File: config.mk
export PLATFORM = sky130hd
export DESIGN_NAME = ul_fir_decim
export DESIGN_NICKNAME = d
export VERILOG_FILES = /design/src/ul_dfe_pkg.sv /design/src/ul_fir_decim.sv
export SDC_FILE = /design/constraint.sdc
export NUM_CORES = 1
export LEC_CHECK = 0
export ABC_AREA = 1
export BUFFER_PORTS_ARGS = -buffer_cell sky130_fd_sc_hd__buf_2
export CORE_ASPECT_RATIO = 2
export CORE_MARGIN = 5
export CORE_UTILIZATION = 63
export CTS_BUF_LIST = sky130_fd_sc_hd__clkbuf_16
export DETAILED_ROUTE_END_ITERATION = 6
export PLACE_DENSITY = 0.87
export SLEW_MARGIN = 10
export SYNTH_ARGS = -nofsm -noshare
export SYNTH_HDL_FRONTEND = slang
export SYNTH_SLANG_ARGS = --single-unit
File: constraint.sdc
create_clock -name i_clk_3x -period 5.3 [get_ports i_clk_3x]
set_input_delay 0.265 -clock i_clk_3x [delete_from_list [all_inputs] [get_ports i_clk_3x]]
set_output_delay 0.265 -clock i_clk_3x [all_outputs]
set_load 0.02 [all_outputs]
File: src/ul_dfe_pkg.sv
package ul_dfe_pkg;

   localparam int N_ANTENNAS = 4;      // one chain per antenna
   localparam int SAMPLE_W   = 16;     // one I or Q component
   localparam int ACC_W      = 40;     // filter accumulator, room for coef growth

   // fraction bits dropped after each filter
   localparam int HB_FRAC_W  = 5;      // halfband taps sum to 32
   localparam int FIR_FRAC_W = 3;      // fir taps sum to 8

   localparam int HB_TAPS    = 7;
   localparam int FIR_TAPS   = 4;

   // symmetric halfband, odd taps zero except centre
   localparam int HB_COEF  [HB_TAPS]  = '{-1, 0, 9, 16, 9, 0, -1};
   localparam int FIR_COEF [FIR_TAPS] = '{1, 3, 3, 1};

   // gain stage widths
   localparam int GAIN_FRAC_W    = 16;  // Q1.15 unsigned, 32768 is unity
   localparam int GAIN_FRAC_BITS = 15;
   localparam int GAIN_SHIFT_W   = 4;   // power of two scaler, 0..15
   localparam int GAIN_PROD_W    = SAMPLE_W + GAIN_FRAC_W + 1;
   localparam int GAIN_WIDE_W    = GAIN_PROD_W + (2 ** GAIN_SHIFT_W) - 1;

   typedef logic signed [SAMPLE_W-1:0]     sample_t;
   typedef logic        [2*SAMPLE_W-1:0]   iq_t;        // {q, i}
   typedef logic signed [ACC_W-1:0]        acc_t;
   typedef logic        [GAIN_FRAC_W-1:0]  gain_frac_t;
   typedef logic        [GAIN_SHIFT_W-1:0] gain_shift_t;
   typedef logic signed [GAIN_PROD_W-1:0]  gain_prod_t;  // sample x fraction
   typedef logic signed [GAIN_WIDE_W-1:0]  gain_wide_t;  // product after max shift

   localparam sample_t SAMPLE_MAX = 16'sh7fff;
   localparam sample_t SAMPLE_MIN = 16'sh8000;

   // keeps half-lsb add in rnd_sat away from acc_t wrap
   localparam longint ACC_LIM = longint'(1) <<< (ACC_W - 2);

   // round half up, arithmetic shift, clamp to 16 bits
   function automatic sample_t rnd_sat(input acc_t din, input int frac_w);
      acc_t half;
      acc_t r;
      half = acc_t'(1) <<< (frac_w - 1);
      r    = (din + half) >>> frac_w;
      if (r > acc_t'(SAMPLE_MAX)) begin
         return SAMPLE_MAX;
      end
      if (r < acc_t'(SAMPLE_MIN)) begin
         return SAMPLE_MIN;
      end
      return sample_t'(r[SAMPLE_W-1:0]);
   endfunction

endpackage

File: src/ul_fir_decim.sv
`timescale 1ns/1ns

module ul_fir_decim (
   input  logic             i_clk_3x,
   input  logic             i_reset,
   input  logic             i_en,
   input  logic             i_valid,   // from halfband, half rate
   input  ul_dfe_pkg::iq_t  i_iq,
   output logic             o_valid,
   output ul_dfe_pkg::iq_t  o_iq
);
   import ul_dfe_pkg::*;

   sample_t hist_i [FIR_TAPS-1];   // 3 stored + input = 4 taps
   sample_t hist_q [FIR_TAPS-1];
   sample_t win_i  [FIR_TAPS];
   sample_t win_q  [FIR_TAPS];

   logic    phase;
   logic    sum_valid;
   logic    rnd_valid;
   acc_t    sum_i;
   acc_t    sum_q;

   // plain mac over all taps
   function automatic acc_t fir_sum(input sample_t x [FIR_TAPS]);
      acc_t s;
      s = '0;
      for (int k = 0; k < FIR_TAPS; k++) begin
         s = s + acc_t'(x[k]) * acc_t'(FIR_COEF[k]);
      end
      return s;
   endfunction

   always_comb begin
      win_i[0] = sample_t'(i_iq[SAMPLE_W-1:0]);
      win_q[0] = sample_t'(i_iq[2*SAMPLE_W-1:SAMPLE_W]);
      for (int k = 1; k < FIR_TAPS; k++) begin
         win_i[k] = hist_i[k-1];  // older samples
         win_q[k] = hist_q[k-1];
      end
   end

   always_ff @(posedge i_clk_3x) begin
      if (i_reset || !i_en) begin
         for (int k = 0; k < FIR_TAPS-1; k++) begin
            hist_i[k] <= '0;
            hist_q[k] <= '0;
         end
         phase     <= 1'b0;  // restart pair count
         sum_valid <= 1'b0;
         rnd_valid <= 1'b0;
      end else begin
         sum_valid <= i_valid && phase;
         rnd_valid <= sum_valid;
         if (i_valid) begin
            phase <= ~phase;
            for (int k = 0; k < FIR_TAPS-1; k++) begin
               hist_i[k] <= win_i[k];
               hist_q[k] <= win_q[k];
            end
         end
      end
   end

   always_ff @(posedge i_clk_3x) begin
      if (i_valid && phase) begin
         sum_i <= fir_sum(win_i);
         sum_q <= fir_sum(win_q);
      end
      if (sum_valid) begin
         o_iq <= {rnd_sat(sum_q, FIR_FRAC_W), rnd_sat(sum_i, FIR_FRAC_W)};
      end
   end

   assign o_valid = rnd_valid & i_en;

   a_fir_no_b2b: assert property (@(posedge i_clk_3x) disable iff (i_reset)
      o_valid |=> !o_valid)
      else $error("ul_fir_decim: o_valid high in two consecutive cycles");

   // a disabled cycle empties the pipe, nothing comes out right after it
   a_fir_quiet_off: assert property (@(posedge i_clk_3x) disable iff (i_reset)
      !i_en |=> !o_valid)
      else $error("ul_fir_decim: o_valid high after antenna disabled");

endmodule

* After elaboration in Yosys (flattened, before gate mapping)
Memory sizes are Yosys's and may differ from the RTL's.
Cells that the tools add are included.
** Storage, ports and cells
- Register bits after elaboration :: 115
- RAM bits :: 96
- Input port bits :: 36
- Memories :: 2
** Memories
- hist_i :: depth 3, width 16, read ports 3, clocked after memory_dff 0, wr ports 3, RTL line ul_fir_decim.sv:14 : sample_t hist_i [FIR_TAPS-1];
- hist_q :: depth 3, width 16, read ports 3, clocked after memory_dff 0, wr ports 3, RTL line ul_fir_decim.sv:15 : sample_t hist_q [FIR_TAPS-1];
** Cells by class
- Add/sub/neg operators :: 8
- Multiply operators :: 4
- $lt $le $gt $ge :: 4
- Multiplexer cells :: 29
- Bitwise logic cells :: 8
- Reduce and logical (&&, ||, !) cells :: 3
** Operators by type and width (number)
- $mux W16 :: 14
- $add A40 B4 Y40 const B :: 2
- $mul A16 B3 Y19 const B :: 4
- $gt A37 B16 Y1 const B :: 2
- $lt A37 B16 Y1 const B :: 2
- $add A21 B16 Y22 :: 2
- $add A20 B19 Y21 :: 2
- $add A16 B19 Y20 :: 2
- $mux W1 :: 15
- $or A1 B1 Y1 :: 6
- $and A1 B1 Y1 :: 1
- $logic_and A1 B1 Y1 :: 1
- $logic_not A1 Y1 :: 1
- $logic_or A1 B1 Y1 :: 1
- $not A1 Y1 :: 1

* Longest topological paths before layout
- Depth in word-level cells :: 8
- Depth in mapped cells :: 19
- Gate-level depth less buffers :: 19

* Worst setup path after synthesis
No wires, ideal clock.
- Path kind :: register to register
- Start :: memory hist_q[0][1] in the netlist's numbering
- End :: register sum_q[12] (data pin)
- Data arrival time :: 3894 ps
- Data required time :: 5040 ps
- Setup slack :: 1146 ps
- Cell stages (with the launch flop) :: 18
- Buffers on the path :: 0
- Period minus slack after synthesis :: 4154 ps
- Path through :: edfxtp_1 > ha_1 > inv_1 > fa_1 > inv_1 > fa_1 > inv_1 > fa_1 > inv_1 > ha_1 > fa_1 > nand3_1 > nand2_1 > a21boi_0 > o21ai_0 > nand2_1 > nand2_1 > xor2_1
** RTL lines
- start, declared :: RTL line ul_fir_decim.sv:15
- end signal, assigned :: RTL line ul_fir_decim.sv:69 : sum_q <= fir_sum(win_q);
- end, declared :: RTL line ul_fir_decim.sv:23 : acc_t sum_q;

==> results.yml <==
status:
  run_status: "finished, final reports clean"
clock_network:
  postCtsSetupBuffers: 0
  ctsResizeCount: 0
  insertion_delay_ns: 0.45
  hold_buffers: 0
  clk_pin_slew_ns: 0.07
  cts_tree: "built"
  ctsHtreeMaxLevel: 4
  cts-root-buf: "clkbuf_16"
  cts_max_path_buffers: 2
  cts_num_sinks: 171
  numCtsBuffers: 17
timing:
  fin_worst_hold_slack_ns: 0.129
  setup_viol: 0
  hold_viol: 0
  finClkSkew_ns: 0.0119
  period_needed_ns: 4.44
  min_period_over_period_pct: 83.8
  slew_viol_final: 0
  fin_setup_tns_ns: 0
  relSlewSlack_pct: 30.6
  fmax_mhz: 225
  worstMarginPinSlew_ns: 1.04
  rsz0062_at_grt: "false"
worst_setup_path:
  crit_path_start: "hist_q[0][2]"
  crit_buf_inv: 4
  cp_data_arrival_time_ns: 4.62
  r2r_cells: 17
  cp-end-kind: "flop"
  cp_top_family: "adder cells"
  path_class: "reg2reg"
  r2r-start: "hist_q[0][2]"
  crit_path_cell_trace: "ha_1, inv_1, fa_1, inv_1, fa_1, inv_1, fa_1, inv_1, ha_1, fa_1, nand3_1, nand2_1, a21boi_0, o21ai_0, nand2_1, nand2_1, xor2_1"
  worstPathMaxFanout: 4
  start_kind: "flop"
  max_stage_delay_ns: 0.54
  rrSetupSlack_ns: 0.86
  slowest_stage: "fa_1"
  cp.required_ns: 5.48
  r2r_end: "sum_q[12]"
power:
  peakVddDrop_v: 0.000248
  leakage_nw: 7.19
  p_per_area_nw_per_um2: 338
detailed_routing:
  drc_errors: 0
  routed_wl_um: 26000
  drtPass1Iterations: 5
  vias_per_cell: 5.15
  wire_per_inst_um: 14.8
  detail-route-antenna-nets: 0
  drt_iter0_drc: 414
  vias: 9054
grt:
  grt_pass1_wl_um: 44500
  grt_pass1_vias: 9897
  grtUsageTotal_pct: 22.8
  antenna_found_initial: 0
  grt_max_degree: 97
  overflow: 0
cells_and_area:
  syn2layout_area_growth_pct: 8.53
  num_antenna_cells: 0
  drive_gt1_share_pct: 8.99
  nets: 1753
hold_path:
  worstHoldStart: "i_valid"
  holdPathStages: 3
  hold-path-endpoint: "sum_valid"
  hold_class: "in2reg"
synth:
  syn_area_per_cell_um2: 9.62
  synth_top_family_by_area: "adder cells"
  synthAdderAreaFrac_pct: 29.2
  synth-main-ff-cell: "edfxtp_1"
  synthSimpleGateAreaFrac_pct: 13.9
  synth-seq-area-share_pct: 37.8
  synthCells: 1403
  synth_top_area_share_pct: 37.4
  synth_edf_count: 168
  ys_warn_count: 0
  synth_compound_area_share_pct: 3.73
  synth_cell_types: 37
  muxShareOfSynthArea_pct: 0
  yosysTopAreaCell: "edfxtp_1"
  syn_area_um2: 13500
  synth_xor_area_share_pct: 4.01
  synth_area_leaders: "edfxtp_1, fa_1, ha_1"
  yosys-top-cells-count: "inv_1, nand2_1, nor2_1"
  yosysMostFrequentCell: "inv_1"
  yosys_register_bits: 171
  synthesis.nets: 1679
  ys_async_sr_fraction_pct: 0
floorplanning:
  core_area_um2: 21000
  initial_core_util_pct: 64.2
  chipWidth_um: 114
  die_area_um2: 24600
  ios: 69
  die_h_um: 217
  rows: 75
run:
  max_cap_viol_count: 0
placement:
  gp_congestion: 0.926
  place_hpwl_um: 20900
  placement.io_buffers: 68
## flip-flops by register name, indices dropped and copies added (netlist names)
signal and flops:
hist_i 48, hist_q 48, o_iq 32, phase 1, rnd_valid 1, sum_i 20, sum_q 20, sum_valid 1
## routing by layer
layer | vias up | GRT usage, % | routed length [µm]
met4 | 0 | 11.5 | 1240
met1 | 4304 | 22.3 | 8920
li1 | 4439 | - | -
met2 | 214 | 44.7 | 14900
met3 | 97 | 3.70 | 841
met5 | - | 0 | 0
## stage by stage
| stage | power, W | setup WS, ns | std cells | util [%] | cell area [µm²] |
|---|---|---|---|---|---|
| floorplan | 0.00327 | 1.15 | 1403 | - | 13500 |
| global placement | 0.00373 | 0.951 | 1727 | 67.1 | 14100 |
| detailed placement | 0.00380 | 0.895 | 1727 | 67.1 | 14100 |
| CTS | 0.00497 | 0.858 | 1759 | 69.7 | 14700 |
| global route | 0.00533 | 0.596 | 1759 | 69.7 | 14700 |
| finish | 0.00495 | 0.860 | 1759 | 69.7 | 14700 |
## cell type report
| class | instances | area, µm² |
|---|---|---|
| Clock inverter | 15 | 116 |
| Inverter | 382 | 1430 |
| Multi-Input combinational cell | 834 | 6880 |
| Fill cell | 1554 | 6360 |
| Clock buffer | 17 | 425 |
| Tap cell | 269 | 337 |
| Timing Repair Buffer | 71 | 363 |
| Sequential cell | 171 | 5100 |
## worst min-delay path, stage by stage
cell and delay [ns]:
buf_2 0.14, nand2_1 0.08, nor2_1 0.04
## how the worst max path moves through the flow
stage | end | cells after the start | slack [ns]
after floorplan | sum_q[12] | 17 | 1.15
after global placement | sum_q[12] | 17 | 0.95
after detailed placement | sum_q[12] | 17 | 0.90
after CTS | sum_q[12] | 17 | 0.86
after global routing | sum_q[12] | 17 | 0.60
final | sum_q[12] | 17 | 0.86
## power breakdown
group          total (W)  internal, W  switching [W]
combinational    0.00206     0.000745        0.00132
sequential       0.00172      0.00166      0.0000608
clock            0.00116     0.000606       0.000557
## cell families after synthesis
family                   Yosys count
AND/OR/NAND/NOR                  443
adder cells (fa/ha/maj)          240
XOR/XNOR                          61
flip-flops                       171
buffers and inverters            398
AO/OA/AOI/OAI                     90
## cells in the final DEF, fill, tap and decap left out, drive strengths merged
cell type / instances
a21boi: 3
a21o: 5
a21oi: 41
a31oi: 4
buf: 71
clkbuf: 17
clkinv: 7
clkinvlp: 1
dfxtp: 3
edfxtp: 168
fa: 126
ha: 114
inv: 389
nand2: 208
nand3: 29
nand3b: 1
nand4: 13
nor2: 180
nor3: 9
nor4: 2
o21a: 1
o21ai: 30
o21bai: 4
o31ai: 2
or2: 1
xnor2: 17
xor2: 44
No activity file was read; power rests on OpenSTA's default activity.
