===== config.mk =====
export PLATFORM = sky130hd
export DESIGN_NAME = ul_hb_decim
export DESIGN_NICKNAME = d
export VERILOG_FILES = /design/src/ul_dfe_pkg.sv /design/src/ul_hb_decim.sv
export SDC_FILE = /design/constraint.sdc
export NUM_CORES = 1
export LEC_CHECK = 0
export BUFFER_PORTS_ARGS = -buffer_cell sky130_fd_sc_hd__buf_2
export CAP_MARGIN = 20
export CORE_ASPECT_RATIO = 1.5
export CORE_MARGIN = 5
export CORE_UTILIZATION = 69
export CTS_CLUSTER_SIZE = 16
export DETAILED_ROUTE_END_ITERATION = 7
export PLACE_DENSITY_LB_ADDON = 0.15
export SETUP_SLACK_MARGIN = 0.02
export SLEW_MARGIN = 20
export SYNTH_ARGS = -nofsm -noshare
export SYNTH_HDL_FRONTEND = slang
export SYNTH_SLANG_ARGS = --single-unit
export TNS_END_PERCENT = 20

===== constraint.sdc =====
create_clock -name i_clk_3x -period 10.45 [get_ports i_clk_3x]
set_input_delay 1.045 -clock i_clk_3x [delete_from_list [all_inputs] [get_ports i_clk_3x]]
set_output_delay 1.045 -clock i_clk_3x [all_outputs]
set_load 0.02 [all_outputs]

===== src/ul_dfe_pkg.sv =====
package ul_dfe_pkg;

   localparam int N_ANTENNAS = 4;      // one chain per antenna
   localparam int SAMPLE_W   = 16;     // one I or Q component
   localparam int ACC_W      = 40;     // filter accumulator, room for coef growth

   // fraction bits dropped after each filter
   localparam int HB_FRAC_W  = 5;      // halfband taps sum to 32
   localparam int FIR_FRAC_W = 3;      // fir taps sum to 8

   localparam int HB_TAPS    = 7;
   localparam int FIR_TAPS   = 4;

   // symmetric halfband, odd taps zero except centre
   localparam int HB_COEF  [HB_TAPS]  = '{-1, 0, 9, 16, 9, 0, -1};
   localparam int FIR_COEF [FIR_TAPS] = '{1, 3, 3, 1};

   // gain stage widths
   localparam int GAIN_FRAC_W    = 16;  // Q1.15 unsigned, 32768 is unity
   localparam int GAIN_FRAC_BITS = 15;
   localparam int GAIN_SHIFT_W   = 4;   // power of two scaler, 0..15
   localparam int GAIN_PROD_W    = SAMPLE_W + GAIN_FRAC_W + 1;
   localparam int GAIN_WIDE_W    = GAIN_PROD_W + (2 ** GAIN_SHIFT_W) - 1;

   typedef logic signed [SAMPLE_W-1:0]     sample_t;
   typedef logic        [2*SAMPLE_W-1:0]   iq_t;        // {q, i}
   typedef logic signed [ACC_W-1:0]        acc_t;
   typedef logic        [GAIN_FRAC_W-1:0]  gain_frac_t;
   typedef logic        [GAIN_SHIFT_W-1:0] gain_shift_t;
   typedef logic signed [GAIN_PROD_W-1:0]  gain_prod_t;  // sample x fraction
   typedef logic signed [GAIN_WIDE_W-1:0]  gain_wide_t;  // product after max shift

   localparam sample_t SAMPLE_MAX = 16'sh7fff;
   localparam sample_t SAMPLE_MIN = 16'sh8000;

   // keeps half-lsb add in rnd_sat away from acc_t wrap
   localparam longint ACC_LIM = longint'(1) <<< (ACC_W - 2);

   // round half up, arithmetic shift, clamp to 16 bits
   function automatic sample_t rnd_sat(input acc_t din, input int frac_w);
      acc_t half;
      acc_t r;
      half = acc_t'(1) <<< (frac_w - 1);
      r    = (din + half) >>> frac_w;
      if (r > acc_t'(SAMPLE_MAX)) begin
         return SAMPLE_MAX;
      end
      if (r < acc_t'(SAMPLE_MIN)) begin
         return SAMPLE_MIN;
      end
      return sample_t'(r[SAMPLE_W-1:0]);
   endfunction

endpackage


===== src/ul_hb_decim.sv =====
`timescale 1ns/1ns

module ul_hb_decim (
   input  logic             i_clk_3x,
   input  logic             i_reset,
   input  logic             i_en,      // level, low clears history and phase
   input  logic             i_valid,
   input  ul_dfe_pkg::iq_t  i_iq,
   output logic             o_valid,
   output ul_dfe_pkg::iq_t  o_iq
);
   import ul_dfe_pkg::*;

   // window is the new input plus 6 stored samples, newest first
   sample_t hist_i [HB_TAPS-1];
   sample_t hist_q [HB_TAPS-1];
   sample_t win_i  [HB_TAPS];
   sample_t win_q  [HB_TAPS];

   logic    phase;       // high when next valid completes a pair
   logic    sum_valid;   // tap sum registered
   logic    rnd_valid;   // rounded sample registered
   acc_t    sum_i;
   acc_t    sum_q;

   // folded halfband sum
   // pairs share one multiply, zero taps skipped
   function automatic acc_t hb_sum(input sample_t x [HB_TAPS]);
      acc_t s;
      s = acc_t'(x[HB_TAPS/2]) * acc_t'(HB_COEF[HB_TAPS/2]);  // centre tap
      for (int k = 0; k < HB_TAPS/2; k++) begin
         if (HB_COEF[k] != 0) begin
            s = s + (acc_t'(x[k]) + acc_t'(x[HB_TAPS-1-k])) * acc_t'(HB_COEF[k]);
         end
      end
      return s;
   endfunction

   always_comb begin
      win_i[0] = sample_t'(i_iq[SAMPLE_W-1:0]);          // i in low half
      win_q[0] = sample_t'(i_iq[2*SAMPLE_W-1:SAMPLE_W]);
      for (int k = 1; k < HB_TAPS; k++) begin
         win_i[k] = hist_i[k-1];
         win_q[k] = hist_q[k-1];
      end
   end

   // control and history
   always_ff @(posedge i_clk_3x) begin
      if (i_reset || !i_en) begin
         for (int k = 0; k < HB_TAPS-1; k++) begin
            hist_i[k] <= '0;
            hist_q[k] <= '0;
         end
         phase     <= 1'b0;
         sum_valid <= 1'b0;
         rnd_valid <= 1'b0;
      end else begin
         sum_valid <= i_valid && phase;   // 2nd, 4th ... input
         rnd_valid <= sum_valid;
         if (i_valid) begin
            phase <= ~phase;
            for (int k = 0; k < HB_TAPS-1; k++) begin
               hist_i[k] <= win_i[k];  // shift by one
               hist_q[k] <= win_q[k];
            end
         end
      end
   end

   // payload pipe
   always_ff @(posedge i_clk_3x) begin
      if (i_valid && phase) begin
         sum_i <= hb_sum(win_i);
         sum_q <= hb_sum(win_q);
      end
      if (sum_valid) begin
         o_iq <= {rnd_sat(sum_q, HB_FRAC_W), rnd_sat(sum_i, HB_FRAC_W)};
      end
   end

   assign o_valid = rnd_valid & i_en;  // disabled antenna emits nothing

   // decimated output can never come back to back
   a_hb_no_b2b: assert property (@(posedge i_clk_3x) disable iff (i_reset)
      o_valid |=> !o_valid)
      else $error("ul_hb_decim: o_valid high in two consecutive cycles");

endmodule


# After elaboration in Yosys (flattened, before gate mapping)

Memories as Yosys holds them, arrays and structs flattened.
Index checks and enable logic that the tools add are counted.
Widths: inputs -> output; s select.

Register bits: 115
RAM bits: 192
Bits of input ports: 36
Output and inout port bits: 33
Logic and storage cells: 80
Memories: 2

Memories:

| name   | depth | width | read ports | clocked after Yosys merged registers in | write ports | line              | RTL |
|---|---|---|---|---|---|---|---|
| hist_i | 6     | 16    | 6          | 0                                       | 6           | ul_hb_decim.sv:15 | `sample_t hist_i [HB_TAPS-1];` |
| hist_q | 6     | 16    | 6          | 0                                       | 6           | ul_hb_decim.sv:16 | `sample_t hist_q [HB_TAPS-1];` |

$add $sub $neg: 12
Multipliers: 2
Magnitude comparators: 4
Muxes and demuxes: 37
Bitwise logic cells: 14
Reductions and logical operators: 3

Operators by type and width:

| cell                  | number |
|---|---|
| $mux 16               | 20 |
| $add 20x40->40        | 2 |
| $add 40x22->40        | 2 |
| $add 40x6->40 const B | 2 |
| $mux 40               | 2 |
| $neg 17->40           | 2 |
| $gt 35x16->1 const B  | 2 |
| $lt 35x16->1 const B  | 2 |
| $add 16x16->17        | 4 |
| $mul 17x5->22 const B | 2 |
| $mux 1                | 15 |
| $or 1x1->1            | 12 |
| $and 1x1->1           | 1 |
| $logic_and 1x1->1     | 1 |
| $logic_not 1->1       | 1 |
| $logic_or 1x1->1      | 1 |
| $not 1->1             | 1 |

# Depth between registers and ports, before layout

Depth in word-level cells: 8
Gate-level depth with buffers: 28
Gate-level depth less buffers: 28

# Least setup slack after synthesis

Ideal clock, no wire load.

Path kind: reg2reg
Start point: memory hist_q[3][0] (netlist bit)
End point: register sum_q[38] (data pin)
Arrival: 6.644 ns
Data required time: 10.192 ns
Slack: 3.548 ns
Stages on the path, launching flop included: 28
Path buffers: 0
Period minus slack after synthesis: 6.902 ns
Cells stage by stage: edfxtp_1 -> ha_1 -> inv_1 -> fa_1 -> nor2b_1 -> o21ai_0 -> a21boi_0 -> o21ai_0 -> a21boi_0 -> o2111ai_1 -> a31o_2 -> o21ai_0 -> o22ai_1 -> ha_1 -> ha_1 -> inv_1 -> fa_1 -> inv_1 -> ha_1 -> a21o_1 -> a221o_1 -> a211oi_1 -> nor2_1 -> a21oi_1 -> a311oi_2 -> a211o_1 -> a21oi_1 -> xnor2_1

RTL lines:

| element                | line              | RTL |
|---|---|---|
| start: declaration     | ul_hb_decim.sv:16 |  |
| end signal: assignment | ul_hb_decim.sv:75 | `sum_q <= hb_sum(win_q);` |
| end: declaration       | ul_hb_decim.sv:24 | `acc_t sum_q;` |

==> results.py <==
metrics = {
    "outcome": {
        "status": "finished clean",
    },
    "route": {
        "topRoutingLayerUsed": "met4",
        "wl_per_cell_um": 17.2,
        "vias": 16000,
        "viasPerCell": 6.07,
        "wirelength_met1_mm": 19.3,
        "first_iter_violations": 1150,
        "finalWirelength_mm": 45.3,
        "route.detailed.drc": 0,
        "ant_nets": 0,
        "drt_pass1_iterations": 5,
        "routed-wl-met2_mm": 22.7,
        "wl_met3_mm": 1.94,
    },
    "sta": {
        "slew_viol_final": 0,
        "tns_ns": 0,
        "post-route-period-util": 0.699,
        "clock_skew_ns": 0.0154,
        "rsz0062_at_grt": "no",
        "worstMarginPinSlew_ns": 1.00,
        "hold_viol_final": 0,
        "layout_min_cycle_time_ns": 7.31,
        "max_freq_mhz": 137,
        "worst_slack_ns": 3.14,
        "setup_viol": 0,
        "slew_headroom": 0.332,
    },
    "clocking": {
        "postCtsResizedCells": 0,
        "cts.sinks": 299,
        "clkTransAtPathRegs_ns": 0.07,
        "cts_buffers": 28,
        "cts_hold_buf": 0,
        "clock_latency_ns": 0.58,
        "cts_tree": "done",
        "cts_max_level": 1,
        "root_buffer": "clkbuf_16",
        "postCtsSetupBuffers": 0,
        "cts.path.max_buffers": 3,
    },
    "critical_path": {
        "cp_data_arrival_time_ns": 7.62,
        "crit_type": "flop to flop",
        "cp-end-kind": "flop",
        "crit_required_ns": 10.76,
        "cp_common_cell": "ha_1",
        "crit_path_start_kind": "flop",
        "cp_max_fo": 26,
        "cpPeakStageDelay_ns": 0.54,
        "startpoint": "hist_q[3][0]$_SDFFCE_PN0P_",
        "r2r_slack_ns": 3.14,
        "endpoint": "sum_q[38]$_DFFE_PP_",
        "rr_startpoint": "hist_q[3][0]$_SDFFCE_PN0P_",
        "r2r-end": "sum_q[38]$_DFFE_PP_",
        "cpMaxStageDelayCell": "fa_1",
        "r2r_cells": 28,
    },
    "job": {
        "cap_violations": 0,
    },
    "final_layout": {
        "drive_gt1_frac": 0.0704,
        "area_growth_pct": 6.61,
        "num_antenna_cells": 0,
        "final_nets": 2571,
        "layout_common_cells": "edfxtp_1 (296), ha_1 (268), inv_1 (264)",
        "final_common_cell": "edfxtp_1",
    },
    "power": {
        "p_sw_uw": 1680,
        "powerDensity_nw_per_um2": 190,
        "irDropWorstVdd_mv": 0.153,
        "pwr-share-seq": 0.340,
        "combPwrFrac": 0.454,
        "p_leak_uw": 0.0114,
        "internal-power_uw": 2870,
        "netSwitchingFraction": 0.369,
        "p_clk_frac": 0.206,
    },
    "floorplanning": {
        "dieHeight_um": 231,
        "core_sq_um": 32400,
        "die_w_um": 158,
        "initial_utilization": 0.695,
        "rows": 81,
        "ios": 69,
        "die_area_sq_um": 36400,
    },
    "placement": {
        "gp_congestion": 0.874,
        "port_buffers": 68,
        "dpl.hpwl_mm": 33.9,
        "pre_cts_ws_ns": 2.80,
    },
    "global_routing": {
        "grt_start_max_net_pins": 123,
        "grt_pass1_wl_mm": 75.6,
        "antenna_found_initial": 0,
        "grtUsageTotal": 0.251,
        "grt_pass1_vias": 16000,
        "grt-ovfl-total": 0,
    },
    "logic_synthesis": {
        "yosysWarnings": 0,
        "syn_nets": 2535,
        "syn_area_sq_um": 22500,
        "synth-seq-area-share": 0.397,
        "ys.flop_type": "edfxtp_1",
        "synthTopCellsByArea": "edfxtp_1 (39%), ha_1 (15%), fa_1 (6.2%), and3_1 (5.9%), inv_1 (4.4%)",
        "yosysTopAreaCell": "edfxtp_1",
        "syn_avg_cell_area_sq_um": 10.4,
        "synthCells": 2161,
        "synth-edff-count": 296,
        "synth_cell_types": 78,
        "async_flop_share": 0,
        "synth_top_area_share": 0.394,
        "ys_seq_elements": 299,
    },
    "min_path": {
        "hold_class": "flop to flop",
        "hold_path.startpoint": "phase$_SDFFE_PP0P_",
    },
}
worst min-delay path by stage:
stage                            to  slack, ns  cells past startpoint
6_report       sum_valid$_SDFF_PP0_       0.51                      1
5_1_grt        sum_valid$_SDFF_PP0_       0.51                      1
4_1_cts        sum_valid$_SDFF_PP0_       0.50                      1
3_5_place_dp   sum_valid$_SDFF_PP0_       0.50                      1
3_3_place_gp   sum_valid$_SDFF_PP0_       0.48                      1
2_1_floorplan  sum_valid$_SDFF_PP0_       0.48                      1
cells by family after synthesis:
family	after synthesis	synth area share
AOI/OAI and AO/OA	382	0.109
xor gates and xnor gates	155	0.0612
buffers and inverters	334	0.0566
and+or+nand+nor	647	0.162
muxes	6	0.00278
DFF	299	0.397
adders and majority gates	338	0.211
cell type report:
type	instances	area [sq um]
Multi-Input combinational cell	1528	12300
Sequential cell	299	8950
Fill cell	2260	8410
Inverter	264	991
Clock buffer	34	723
Tap cell	415	519
Timing Repair Buffer	76	403
Clock inverter	15	105
state kept, by name, summed over array words and instances (netlist names):
name,flops
o_iq,32
rnd_valid,1
hist_q,96
sum_q,36
sum_valid,1
hist_i,96
phase,1
sum_i,36
routing by layer:
metal,global-route usage,up-vias
li1,-,7832
met5,0,-
met4,0.0788,0
met3,0.0276,98
met1,0.331,7658
met2,0.435,390
Yosys cell counts (19+ instances only):
cell type / count
edfxtp_1: 296
ha_1: 268
inv_1: 264
and3_1: 213
a21oi_1: 110
nor2_1: 104
xnor2_1: 96
nand2_1: 80
o21ai_0: 75
fa_1: 70
clkbuf_1: 62
xor2_1: 57
nand3_1: 50
a21o_1: 48
nor3_1: 35
nand4_1: 23
nand2b_1: 20
nor2b_1: 19
metrics by stage:
stage	cells	hold slack, ns	util	area, sq um	total power [uW]
global route	2631	0.510	0.741	24000	4930
global placement	2582	0.481	0.715	23200	3540
finish	2631	0.506	0.741	24000	4560
floorplan	2161	0.481	-	22500	3180
detailed placement	2582	0.496	0.715	23200	3620
CTS	2631	0.505	0.741	24000	4580
power by group through the flow:
stage	Clock [uW]	Sequential [uW]	Combinational (uW)
3_5_place_dp	0	1570	2040
2_1_floorplan	0	1560	1620
4_1_cts	961	1550	2070
5_1_grt	1010	1560	2360
6_report	939	1550	2070
3_3_place_gp	0	1570	1970
worst max-delay path, delay by kind of cell (launching register included):
family	cells	cell delay, ns
xor+xnor	1	0.09
buf+inv	4	0.43
simple gates	2	0.23
fa+ha+maj	6	2.09
flops	1	0.36
compound gates	15	3.81
(Power assumes the default switching activity.)
